## src/hdl/bufctrl_pkg.sv

```systemverilog
package bufctrl_pkg;

  // Buffer geometry
  localparam int buf_addr_w = 8;   // 256 words per bank
  localparam int word_w     = 32;
  localparam int bit_sel_w  = 5;

  // Payload bit counter, word address over bit index
  localparam int bitcount_w = buf_addr_w + bit_sel_w;

  // Logical transports
  localparam int lt_addr_w  = 3;
  localparam int num_lt     = 8;

endpackage

```

## src/hdl/tx_slot_select.sv

```systemverilog
`timescale 1ns/1ps

module tx_slot_select (
  input  logic                             clk_6M,
  input  logic                             rstz,
  input  logic                             lmp_cmd_p,
  input  logic                             ms_tslot_p,
  input  logic                             py_datperiod,
  input  logic                             tx_reservedslot,
  input  logic [bufctrl_pkg::bit_sel_w-1:0] bit_sel,
  input  logic [bufctrl_pkg::word_w-1:0]    acl_word,
  input  logic [bufctrl_pkg::word_w-1:0]    sco_word,
  output logic                             lnctrl_txpybitin
);

  import bufctrl_pkg::*;

  logic              lmp_pending;
  logic              lmp_slot;
  logic              acl_sel;
  logic              sco_sel;
  logic [word_w-1:0] tx_word;

  // Command waits here for the next slot boundary
  always_ff @(posedge clk_6M or negedge rstz)
  begin
    if (!rstz)
      lmp_pending <= 1'b0;
    else if (lmp_cmd_p)
      lmp_pending <= 1'b1;
    else if (ms_tslot_p)
      lmp_pending <= 1'b0;
  end

  // LMP owns one slot only
  always_ff @(posedge clk_6M or negedge rstz)
  begin
    if (!rstz)
      lmp_slot <= 1'b0;
    else if (ms_tslot_p)
      lmp_slot <= lmp_pending;
  end

  // LMP rides on ACL even inside a reserved slot
  assign acl_sel = py_datperiod & (lmp_slot | ~tx_reservedslot);
  assign sco_sel = py_datperiod & ~lmp_slot & tx_reservedslot;

  assign tx_word = ({word_w{acl_sel}} & acl_word) |
                   ({word_w{sco_sel}} & sco_word);

  assign lnctrl_txpybitin = tx_word[bit_sel];   // Zero outside payload

endmodule

```

## config.mk

```make
export PLATFORM = sky130hd
export DESIGN_NAME = tx_slot_select
export DESIGN_NICKNAME = d
export VERILOG_FILES = /design/src/hdl/bufctrl_pkg.sv /design/src/hdl/tx_slot_select.sv
export SDC_FILE = /design/constraint.sdc
export NUM_CORES = 1
export LEC_CHECK = 0
export ABC_AREA = 1
export BUFFER_PORTS_ARGS = -buffer_cell sky130_fd_sc_hd__clkbuf_2
export CORE_ASPECT_RATIO = 1.2
export CORE_UTILIZATION = 30
export CTS_CLUSTER_DIAMETER = 30
export DETAILED_ROUTE_END_ITERATION = 8
export GPL_ROUTABILITY_DRIVEN = 0
export GPL_TIMING_DRIVEN = 0
export HOLD_SLACK_MARGIN = 0.03
export PLACE_DENSITY_LB_ADDON = 0.12
export SYNTH_ARGS = -nofsm -noshare
export SYNTH_HDL_FRONTEND = slang
export SYNTH_SLANG_ARGS = --single-unit
```

## constraint.sdc

```tcl
create_clock -name clk_6M -period 4 [get_ports clk_6M]
set_clock_uncertainty 0.05 [all_clocks]
set_input_delay 0.8 -clock clk_6M [delete_from_list [all_inputs] [get_ports clk_6M]]
set_output_delay 0.8 -clock clk_6M [all_outputs]
set_load 0.05 [all_outputs]
```

== Yosys cells after proc, flatten, opt, wreduce, memory -nomap -nowiden ==
Index checks and enable logic that the tools add are counted.
Storage, ports and cells
  output and inout bits: 1
  input bits: 75
  flip-flop bits (word level): 2
  word-level logic and storage cells: 17
Operators by class
  bitwise gates (word level): 9
  $lt $le $gt $ge: 1
  mux-type cells: 4
  reductions and logical operators: 1
Operators with widths (number)
  bitwise AND 32 bit: 2
  bitwise OR 32 bit: 1
  less-than comparator 5 x 6 -> 1 bit (second input constant): 1
  binary-select mux 1 bit (select 5 bit): 1
  bitwise AND 1 bit: 3
  2-to-1 mux 1 bit: 3
  NOT 1 bit: 2
  nonzero test 2 bit: 1
  bitwise OR 1 bit: 1

== Logic depth before layout (Yosys ltp) ==
Gate-level depths: netlist of the first run.
  word-level depth: 7
  gate-level depth with buffers: 11
  depth with buffers taken out: 11

== Worst setup path before layout of the first run ==
No wires, ideal clock.
  path type: input port to output port
  start: in py_datperiod
  end: out lnctrl_txpybitin
  path buffers: 1
  arrival: 1.932 ns
  cell stages on the path: 11
  required time: 3.150 ns
  setup slack: 1.218 ns
  cell sequence: buf_4 inv_1 a21oi_2 nand2_1 nand3_1 nand3_1 nand3_1 nand3_1 nand2_1 nand2_1 nand2_1
Between the ends
  longest elaborated chain between the ends: 6
  elaborated cells on any way between the ends: 8
  classes of those cells: mux (2); bitwise (6)
RTL lines
  from (decl): RTL line tx_slot_select.sv:8  | input logic py_datperiod,
  bitwise AND 1 bit (2 in a row): RTL line tx_slot_select.sv:46  | assign sco_sel = py_datperiod & ~lmp_slot & tx_reservedslot;
  bitwise AND 32 bit: RTL line tx_slot_select.sv:49  | ({word_w{sco_sel}} & sco_word);
  bitwise OR 32 bit *: RTL line tx_slot_select.sv:48  | assign tx_word = ({word_w{acl_sel}} & acl_word) |
  binary-select mux 1 bit (select 5 bit) *: RTL line tx_slot_select.sv:51  | assign lnctrl_txpybitin = tx_word[bit_sel];
  2-to-1 mux 1 bit (not written as such) *: RTL line tx_slot_select.sv:51
  to (decl): RTL line tx_slot_select.sv:13  | output logic lnctrl_txpybitin
Mark *: on every way between the ends. The rest lies on a longest branch, timed or not. The select of a mux whose other input is x is not followed.

== Worst setup path after layout of the first run ==
  start: in tx_reservedslot
  end: out lnctrl_txpybitin
Between the ends
  longest elaborated chain between the ends: 7
  elaborated cells on any way between the ends: 9
  classes of those cells: mux (2); bitwise (7)
RTL lines
  from (decl): RTL line tx_slot_select.sv:9  | input logic tx_reservedslot,
  NOT 1 bit: RTL line tx_slot_select.sv:45  | assign acl_sel = py_datperiod & (lmp_slot | ~tx_reservedslot);
  bitwise OR 1 bit: RTL line tx_slot_select.sv:45
  bitwise AND 1 bit: RTL line tx_slot_select.sv:45
  bitwise AND 32 bit: RTL line tx_slot_select.sv:48
  bitwise OR 32 bit *: RTL line tx_slot_select.sv:48
  binary-select mux 1 bit (select 5 bit) *: RTL line tx_slot_select.sv:51
  2-to-1 mux 1 bit (not written as such) *: RTL line tx_slot_select.sv:51
Marks and branches as above.

==> results of run 1 <==
[power by group through the flow]
stage / Sequential (uW) / Combinational [uW] / Clock, uW
finish: 22.9 / 144 / 45.0
detailed placement: 23.1 / 143 / 0
CTS: 22.9 / 144 / 46.6
global placement: 23.1 / 144 / 0
global route: 23.2 / 161 / 51.0
floorplan: 22.9 / 86.2 / 0
[metrics by stage]
stage / power, uW / area (um^2) / util (%)
after detailed placement: 166 / 1300 / 46.2
final: 211 / 1320 / 47.0
after global routing: 235 / 1320 / 47.0
after global placement: 167 / 1300 / 46.2
after CTS: 214 / 1320 / 47.0
after floorplan: 109 / 895 / -
[synthesized netlist by cell type]
cell,count,area share (%)
buf_1,1,0.42
o21bai_1,1,0.84
nand4_1,29,20
buf_4,1,0.84
dfrtp_1,2,5.6
nor2_1,1,0.42
a21oi_2,1,0.98
o21ai_0,1,0.56
buf_2,12,6.7
inv_2,1,0.42
nand2_1,16,6.7
buf_6,4,5.0
nand2_2,1,0.70
inv_1,7,2.9
nand3_1,85,48
[placed cells by master, fill, tap and decap left out]
master    netlist  final
nand3_1        85     85
clkbuf_2        0     72
nand4_1        29     29
nand2_1        16     16
buf_2          12     12
inv_1           7      7
buf_6           4      4
clkbuf_4        0      3
dfrtp_1         2      2
inv_2           1      1
buf_4           1      1
a21oi_2         1      1
nand2_2         1      1
nor2_1          1      1
buf_1           1      1
o21ai_0         1      1
o21bai_1        1      1
[area by class of cell]
class	instances	area share, %
Timing Repair Buffer	72	27.3
Buffer	18	8.82
Tap cell	34	3.22
Sequential cell	2	3.79
Inverter	8	2.27
Clock buffer	3	1.71
Multi-Input combinational cell	135	52.9
[worst max path at each step]
stage | from | to | slack, ns | cells past startpoint
2_1_floorplan | py_datperiod | lnctrl_txpybitin | 1.22 | 11
3_3_place_gp | bit_sel[0] | lnctrl_txpybitin | 1.0 | 10
3_5_place_dp | bit_sel[0] | lnctrl_txpybitin | 1.0 | 10
4_1_cts | bit_sel[0] | lnctrl_txpybitin | 1.00 | 10
5_1_grt | tx_reservedslot | lnctrl_txpybitin | 0.76 | 12
6_report | tx_reservedslot | lnctrl_txpybitin | 1.00 | 12
[routing by layer]
| layer | wire (um) | track usage (%) |
|---|---|---|
| met1 | 1480 | 28.8 |
| met2 | 1710 | 42.5 |
| met3 | 237 | 2.19 |
| met4 | 43 | 6.18 |
| met5 | 0 | 0 |
[registers in the layout, indices dropped and copies added (netlist names)]
register and count:
lmp_pending 1, lmp_slot 1
[kinds of logic after synthesis]
| group | after synthesis |
|---|---|
| and+or+nand+nor | 132 |
| DFF | 2 |
| AOI/OAI and AO/OA | 3 |
| buffers and inverters | 26 |
==> impl_metrics.py, run 1 <==
metrics = {
    "run_status": {
        "run_status": "finished, final reports clean",
    },
    "logic_synthesis": {
        "synth_compound_area_share_pct": 2.38,
        "synth_simple_gate_area_share_pct": 75.7,
        "yosys.cell_types.count": 15,
        "ys_seq_area_share_pct": 5.59,
        "synth_xor_area_share_pct": 0,
        "synth_cells": 163,
        "synth-seq-cells": 2,
        "synth_nets": 238,
        "synth-warning-count": 0,
        "synthMuxAreaShare_pct": 0,
        "avgSynthCellArea_um2": 5.49,
        "syn_area_um2": 895,
        "synth_fa_ha_area_share_pct": 0,
        "synth_top_family_by_area": "simple AND/OR/NAND/NOR gates",
    },
    "sta": {
        "relSlewSlack_pct": 69.2,
        "tns_ns": 0,
        "period_share_pct": 74.9,
        "worstMarginPinSlew_ns": 0.462,
        "finalHoldViolations": 0,
        "rsz0062_at_grt": "false",
        "fmax_mhz": 334,
        "fin_crit_ns": 3.00,
        "setup_violations": 0,
        "hold_ws_ns": 0.302,
        "finalWorstSetupSlack_ns": 1.00,
        "finalMaxSlewViolations": 0,
    },
    "worst_setup_path": {
        "crit_arrival_ns": 2.15,
        "critPathRequiredTime_ns": 3.15,
        "crit_chain": "clkbuf_2 -> nand2_2 -> nor2_1 -> nand2_1 -> nand3_1 -> nand3_1 -> nand3_1 -> nand3_1 -> nand2_1 -> nand2_1 -> nand2_1 -> clkbuf_2",
        "r2r_cells": 3,
        "slowest_stage": "clkbuf_2",
        "critPathBufInv": 2,
        "max_stage_delay_ns": 0.26,
        "reg2reg_slack_ns": 3.07,
        "path_class": "in -> out",
        "rr_endpoint": "lmp_slot",
        "end_kind": "output port",
        "worstPathMaxFanout": 8,
        "r2r_start": "lmp_slot",
        "critPathTopFamily": "simple AND/OR/NAND/NOR gates",
        "cp-start-kind": "primary input",
    },
    "cells_and_area": {
        "area_growth_pct": 47.6,
        "num_antenna_cells": 0,
        "drive_above_1_share_pct": 39.9,
        "instances_no_fill": 272,
        "nets": 315,
        "seqCellArea_um2": 50.0,
        "multiInputGateArea_um2": 698,
        "n_fill_cell": 351,
    },
    "clock_network": {
        "tritoncts": "yes",
        "clock-root-buffer": "clkbuf_4",
        "clk_pin_slew_ns": 0.03,
        "cts_setup_buffers": 0,
        "clock_sinks": 2,
        "htree_levels": 1,
        "numCtsBuffers": 3,
        "cts_resized": 0,
        "cts_buffer_depth": 2,
        "hold_buffers": 0,
        "clock_latency_ns": 0.23,
    },
    "power": {
        "p_switching_uw": 93.4,
        "power_frac_comb_pct": 67.9,
        "powerDensity_mw_per_mm2": 160,
        "seqPwrFrac_pct": 10.8,
        "ir_worst_vdd_mv": 0.106,
        "p_leak_uw": 0.000697,
        "p_sw_share_pct": 44.2,
        "clkPwrFrac_pct": 21.3,
        "power.internal_uw": 118,
    },
    "floorplan": {
        "fp-row-count": 21,
        "core_mm2": 0.00281,
        "fp.dieW_um": 51.9,
        "die_area_mm2": 0.00321,
        "pin_count": 76,
        "die-height_um": 61.8,
        "start_util_pct": 31.8,
    },
    "detailed_routing": {
        "drcViolationCount": 0,
        "drt_iter0_markers": 42,
        "routedWlPerCell_um": 12.8,
        "antenna_left": 0,
        "vias": 1460,
        "drt-total-wl_mm": 3.47,
        "first_pass_iters": 4,
        "vias_per_cell": 5.37,
    },
    "place": {
        "io_buffers": 72,
        "post-place-ws_ns": 0.999,
        "dp.cells": 269,
        "hpwlAfterDp_mm": 2.85,
    },
    "global_routing": {
        "grt_pass1_wl_mm": 5.67,
        "grt.total_usage_pct": 23.2,
        "grt_max_degree": 11,
        "grt_pass1_vias": 1318,
        "antenna_found_initial": 0,
        "grt_overflow": 0,
    },
    "hold_path": {
        "hp-class": "in -> async",
    },
    "flow_run": {
        "drv_cap": 0,
    },
}
No activity file was read; power rests on OpenSTA's default activity.
==> run 2: changes to the inputs <==
clock period = 2.63 ns   (was 4 ns; I/O delays follow)
==> impl_metrics.py, run 2 (same netlist as run 1, synthesis figures left out) <==
metrics = {
    "sta": {
        "period_share_pct": 91.9,
        "rsz0062_at_grt": "false",
        "setup_violations": 0,
        "fin_crit_ns": 2.42,
        "relSlewSlack_pct": 68.4,
        "fmax_mhz": 414,
        "tns_ns": 0,
        "finalHoldViolations": 0,
        "finalMaxSlewViolations": 0,
        "worstMarginPinSlew_ns": 0.475,
    },
    "worst_setup_path": {
        "worstPathMaxFanout": 10,
        "cpMostUsedCell": "nand3_1",
        "critPathTopFamily": "buffers and inverters",
        "end_kind": "output port",
        "path_class": "in -> out",
        "slowest_stage": "buf_1",
        "crit_arrival_ns": 1.84,
        "max_stage_delay_ns": 0.40,
        "critPathRequiredTime_ns": 2.05,
        "crit_chain": "buf_2 -> buf_1 -> nand3_1 -> nand3_1 -> nand3_1 -> nand3_1 -> nand2_1 -> nand2_1 -> nand2_1 -> clkbuf_4",
        "critPathBufInv": 3,
        "cp-start-kind": "primary input",
    },
    "place": {
        "placed_area_mm2": 0.00130,
        "io_buffers": 72,
        "hpwlAfterDp_mm": 2.85,
    },
    "clock_network": {
        "numCtsBuffers": 3,
        "clock_sinks": 2,
        "cts_setup_buffers": 0,
        "clk_pin_slew_ns": 0.03,
        "clock-root-buffer": "clkbuf_4",
        "cts_buffer_depth": 2,
        "clock_latency_ns": 0.22,
        "htree_levels": 1,
        "tritoncts": "yes",
    },
    "power": {
        "powerDensity_mw_per_mm2": 243,
        "p_leak_uw": 0.000702,
        "totalPowerFinal_uw": 324,
        "ir_worst_vdd_mv": 0.163,
    },
    "detailed_routing": {
        "first_pass_iters": 4,
        "vias": 1466,
        "antenna_left": 0,
        "drt-total-wl_mm": 3.49,
        "drt_iter0_markers": 50,
        "drcViolationCount": 0,
        "routedWlPerCell_um": 12.8,
        "vias_per_cell": 5.37,
    },
    "floorplan": {
        "core_mm2": 0.00281,
        "fp.dieW_um": 51.9,
        "die_area_mm2": 0.00321,
        "pin_count": 76,
        "fp-row-count": 21,
        "die-height_um": 61.8,
        "start_util_pct": 31.8,
    },
    "global_routing": {
        "antenna_found_initial": 0,
        "grt_overflow": 0,
        "grt_max_degree": 11,
        "grt.total_usage_pct": 23.2,
        "grt_pass1_wl_mm": 5.67,
        "grt_pass1_vias": 1318,
    },
    "cells_and_area": {
        "drive_above_1_share_pct": 40.2,
        "finalInstanceArea_mm2": 0.00134,
        "num_antenna_cells": 0,
        "layout_common_cells": "nand3_1 (85), clkbuf_2 (71), nand4_1 (29), nand2_1 (16), buf_2 (12)",
        "area_growth_pct": 49.2,
        "final_common_cell": "nand3_1",
        "nets": 316,
        "reg_top3": "lmp_pending: 1 flops, lmp_slot: 1 flops",
        "utilization_pct": 47.5,
        "n_fill_cell": 350,
    },
    "hold_path": {
        "hp-class": "reg -> reg",
    },
    "flow_run": {
        "drv_cap": 0,
    },
    "run_status": {
        "run_status": "finished, final reports clean",
    },
}
==> run 2: cell count changes in the layout (fill, tap and decap cells not counted), sizes merged <==
| cell | previous run | this run |
|---|---|---|
| dlygate4sd3 | 0 | 1 |
==> run 2: report_power, final <==
part / total (uW) / switching, uW / internal, uW
clock network: 67.7 / 17.4 / 50.3
logic: 222 / 124 / 97.7
registers: 34.8 / 1.19 / 33.6
total: 324 / 143 / 182
==> run 2: layout make-up <==
cell class | count | area, um^2 | area share (%)
Tap cell | 34 | 42.5 | 3.19
Clock buffer | 3 | 22.5 | 1.69
Sequential cell | 2 | 50.0 | 3.75
Multi-Input combinational cell | 135 | 701 | 52.5
Buffer | 18 | 116 | 8.72
Inverter | 8 | 30.0 | 2.25
Timing Repair Buffer | 73 | 373 | 27.9
==> run 2: worst paths after layout <==
check / startpoint / to / slack, ns / cells after the start
max: bit_sel[0] / lnctrl_txpybitin / 0.21 / 10
min: lmp_pending / lmp_slot / 0.44 / 2
max reg2reg: lmp_slot / lmp_slot / 1.69 / 3
min reg2reg: lmp_pending / lmp_slot / 0.44 / 2
max in group asynchronous: rstz / lmp_pending / 1.86 / 2
min in group asynchronous: rstz / lmp_slot / 0.57 / 2
==> run 2: timing repair <==
action	4_1_cts	5_1_grt
resized for setup	0	3
hold buffers	1	0
endpoints found under the hold margin	2	0
endpoints found under the setup margin	0	1
==> run 2: per-layer routing <==
layer | GRT usage, % | part of all wire, % | up-vias
met3 | 2.19 | 7.4 | 2
met2 | 42.5 | 49 | 75
met4 | 6.18 | 0.63 | 0
li1 | - | - | 763
met1 | 28.8 | 43 | 626
met5 | 0 | 0 | -
==> run 2: worst register-to-register path: stages (launching register included) <==
cell and delay, ns:
dfrtp_1 0.36, inv_2 0.09, buf_2 0.22, o21ai_0 0.10
==> run 2: through the flow <==
step	hold WS [ns]	worst slack, ns	instances
after floorplan	0.180	0.396	163
after global placement	0.263	0.177	269
after detailed placement	0.264	0.177	269
after CTS	0.436	0.180	273
after global routing	0.452	0.0161	273
final	0.435	0.214	273
==> run 3: changes to the inputs <==
ABC_AREA = unset   (was 1)
==> impl_metrics.py, run 3 <==
metrics = {
    "run_status": {
        "run_status": "finished, violations left",
        "failed_checks": "setup timing",
    },
    "sta": {
        "hold_ws_ns": 0.421,
        "setup_violations": 1,
        "fin_crit_ns": 3.10,
        "finalMaxSlewViolations": 0,
        "fmax_mhz": 323,
        "rsz0062_at_grt": "true",
        "finalHoldViolations": 0,
        "worstMarginPinSlew_ns": 0.434,
        "tns_ns": -0.467,
        "period_share_pct": 118,
        "finalWorstSetupSlack_ns": -0.467,
        "relSlewSlack_pct": 71.1,
    },
    "detailed_routing": {
        "first_pass_iters": 3,
        "vias": 960,
        "drcViolationCount": 0,
        "vias_per_cell": 5.03,
        "drt_iter0_markers": 16,
        "drt-total-wl_mm": 2.22,
        "antenna_left": 0,
        "routedWlPerCell_um": 11.6,
    },
    "global_routing": {
        "antenna_found_initial": 0,
        "use_met2_pct": 35.7,
        "grt_pass1_vias": 919,
        "met3_usage_pct": 3.63,
        "grt.total_usage_pct": 19.4,
        "grt_pass1_wl_mm": 3.51,
        "top_usage_layer": "met2",
        "use_met1_pct": 20.0,
        "grt_max_degree": 11,
        "grt_overflow": 0,
    },
    "worst_setup_path": {
        "slowest_stage": "or4_4",
        "max_stage_delay_ns": 0.55,
        "path_class": "reg -> out",
        "cp-start-kind": "flop",
        "critPathRequiredTime_ns": 2.05,
        "worstPathMaxFanout": 6,
        "crit_arrival_ns": 2.52,
        "end_kind": "output port",
        "crit_chain": "nor2b_1 -> buf_6 -> buf_12 -> mux4_2 -> a21oi_2 -> or3_1 -> a211oi_1 -> or4_4 -> clkbuf_16",
    },
    "cells_and_area": {
        "nets": 238,
        "final_common_cell": "clkbuf_2",
        "utilization_pct": 59.9,
        "num_antenna_cells": 0,
        "finalInstanceArea_mm2": 0.00127,
        "area_growth_pct": 82.9,
        "reg_top3": "lmp_pending: 1 flops, lmp_slot: 1 flops",
        "layout_common_cells": "clkbuf_2 (73), mux2i_1 (20), mux4_2 (6), o221ai_1 (6)",
        "drive_above_1_share_pct": 59.6,
    },
    "clock_network": {
        "numCtsBuffers": 3,
        "cts_buffer_depth": 2,
        "htree_levels": 1,
        "clock_sinks": 2,
        "tritoncts": "yes",
        "clock_latency_ns": 0.23,
        "clk_pin_slew_ns": 0.04,
        "clock-root-buffer": "clkbuf_4",
    },
    "flow_run": {
        "drv_cap": 0,
    },
    "power": {
        "p_leak_uw": 0.000604,
        "power_frac_comb_pct": 66.4,
        "powerDensity_mw_per_mm2": 253,
        "seqPwrFrac_pct": 10.9,
        "power.internal_uw": 215,
        "p_sw_share_pct": 32.9,
        "clkPwrFrac_pct": 22.6,
        "ir_worst_vdd_mv": 0.207,
        "p_switching_uw": 106,
    },
    "floorplan": {
        "start_util_pct": 32.7,
        "core_mm2": 0.00212,
        "die-height_um": 54.7,
        "fp.dieW_um": 45.9,
        "pin_count": 76,
        "die_area_mm2": 0.00251,
        "fp-row-count": 18,
    },
    "logic_synthesis": {
        "synth_edf_count": 0,
        "ys_seq_area_share_pct": 7.22,
        "synth-seq-cells": 2,
        "synth_top_area_cell": "mux2i_1",
        "yosys-top-cells-area": "mux2i_1 (29%), mux4_2 (19%), o221ai_1 (7.6%), dfrtp_1 (7.2%), nand2b_1 (3.6%)",
        "synth_cells": 77,
        "synth_top_area_share_pct": 28.9,
        "syn_area_um2": 693,
        "synth_most_common_cell": "mux2i_1",
        "synth_nets": 152,
        "synth-main-ff-cell": "dfrtp_1",
        "yosys.cell_types.count": 27,
        "synthArstFlopShare_pct": 100,
        "yosys-top-cells-count": "mux2i_1 (20), mux4_2 (6), o221ai_1 (6)",
        "avgSynthCellArea_um2": 9.00,
        "synth-warning-count": 0,
    },
    "place": {
        "hpwlAfterDp_mm": 1.85,
        "io_buffers": 74,
        "placed_area_mm2": 0.00111,
    },
    "hold_path": {
        "hp-class": "reg -> reg",
    },
}
==> run 3: cell families after synthesis <==
family / synth area share [%]
AOI/OAI and AO/OA: 20.8
and+or+nand+nor: 17.3
muxes: 50.0
DFF: 7.22
buffers and inverters: 4.69
==> run 3: cell type report <==
cell class / instances / area (um^2)
Timing Repair Buffer: 81 / 474
Tap cell: 30 / 37.5
Buffer: 5 / 58.8
Sequential cell: 2 / 50.0
Inverter: 1 / 3.75
Multi-Input combinational cell: 69 / 621
Clock buffer: 3 / 22.5
Fill cell: 246 / 850
==> run 3: critical path: cells and delay by family, from the launching register on <==
| kind | cells | cell delay [ns] |
|---|---|---|
| AO/OA/AOI/OAI | 2 | 0.16 |
| AND/OR/NAND/NOR | 3 | 0.80 |
| flip-flops | 1 | 0.37 |
| multiplexers | 1 | 0.49 |
| buffers and inverters | 3 | 0.47 |
==> run 3: final timing paths <==
kind	startpoint	end	slack, ns	depth (start not counted)
max in group asynchronous	rstz	lmp_pending	1.87	2
min in group asynchronous	rstz	lmp_slot	0.56	2
setup reg to reg	lmp_slot	lmp_slot	1.60	3
hold reg to reg	lmp_pending	lmp_pending	0.42	1
setup / recovery	lmp_slot	lnctrl_txpybitin	-0.47	9
hold / removal	lmp_pending	lmp_pending	0.42	1
==> run 3: metrics by stage <==
stage | std cells | setup slack (ns) | total power [uW]
after floorplan | 77 | -0.170 | 139
after global placement | 181 | -0.465 | 207
after detailed placement | 181 | -0.468 | 211
after CTS | 188 | -0.390 | 314
after global routing | 191 | -0.547 | 354
final | 191 | -0.467 | 321
==> run 3: layer usage <==
metal  part of all wire (%)  up-vias
met4                   0.45        0
met2                     53       44
met5                      0        -
li1                       -      485
met1                     39      429
met3                    7.0        2
==> run 3: timing repair <==
action                     CTS  global route
setup endpoints to repair    1             1
gates resized for setup      7             5
hold endpoints to repair     2             0
pin swaps                    3             2
hold buffers                 1             0
buffers inserted             3             3
==> run 3: power by group through the flow <==
stage	Sequential [uW]	Clock [uW]	Combinational (uW)
floorplan	35.1	0	104
global placement	35.4	0	171
detailed placement	35.6	0	176
CTS	35.1	78.7	200
global route	35.4	84.3	234
finish	35.1	72.6	213
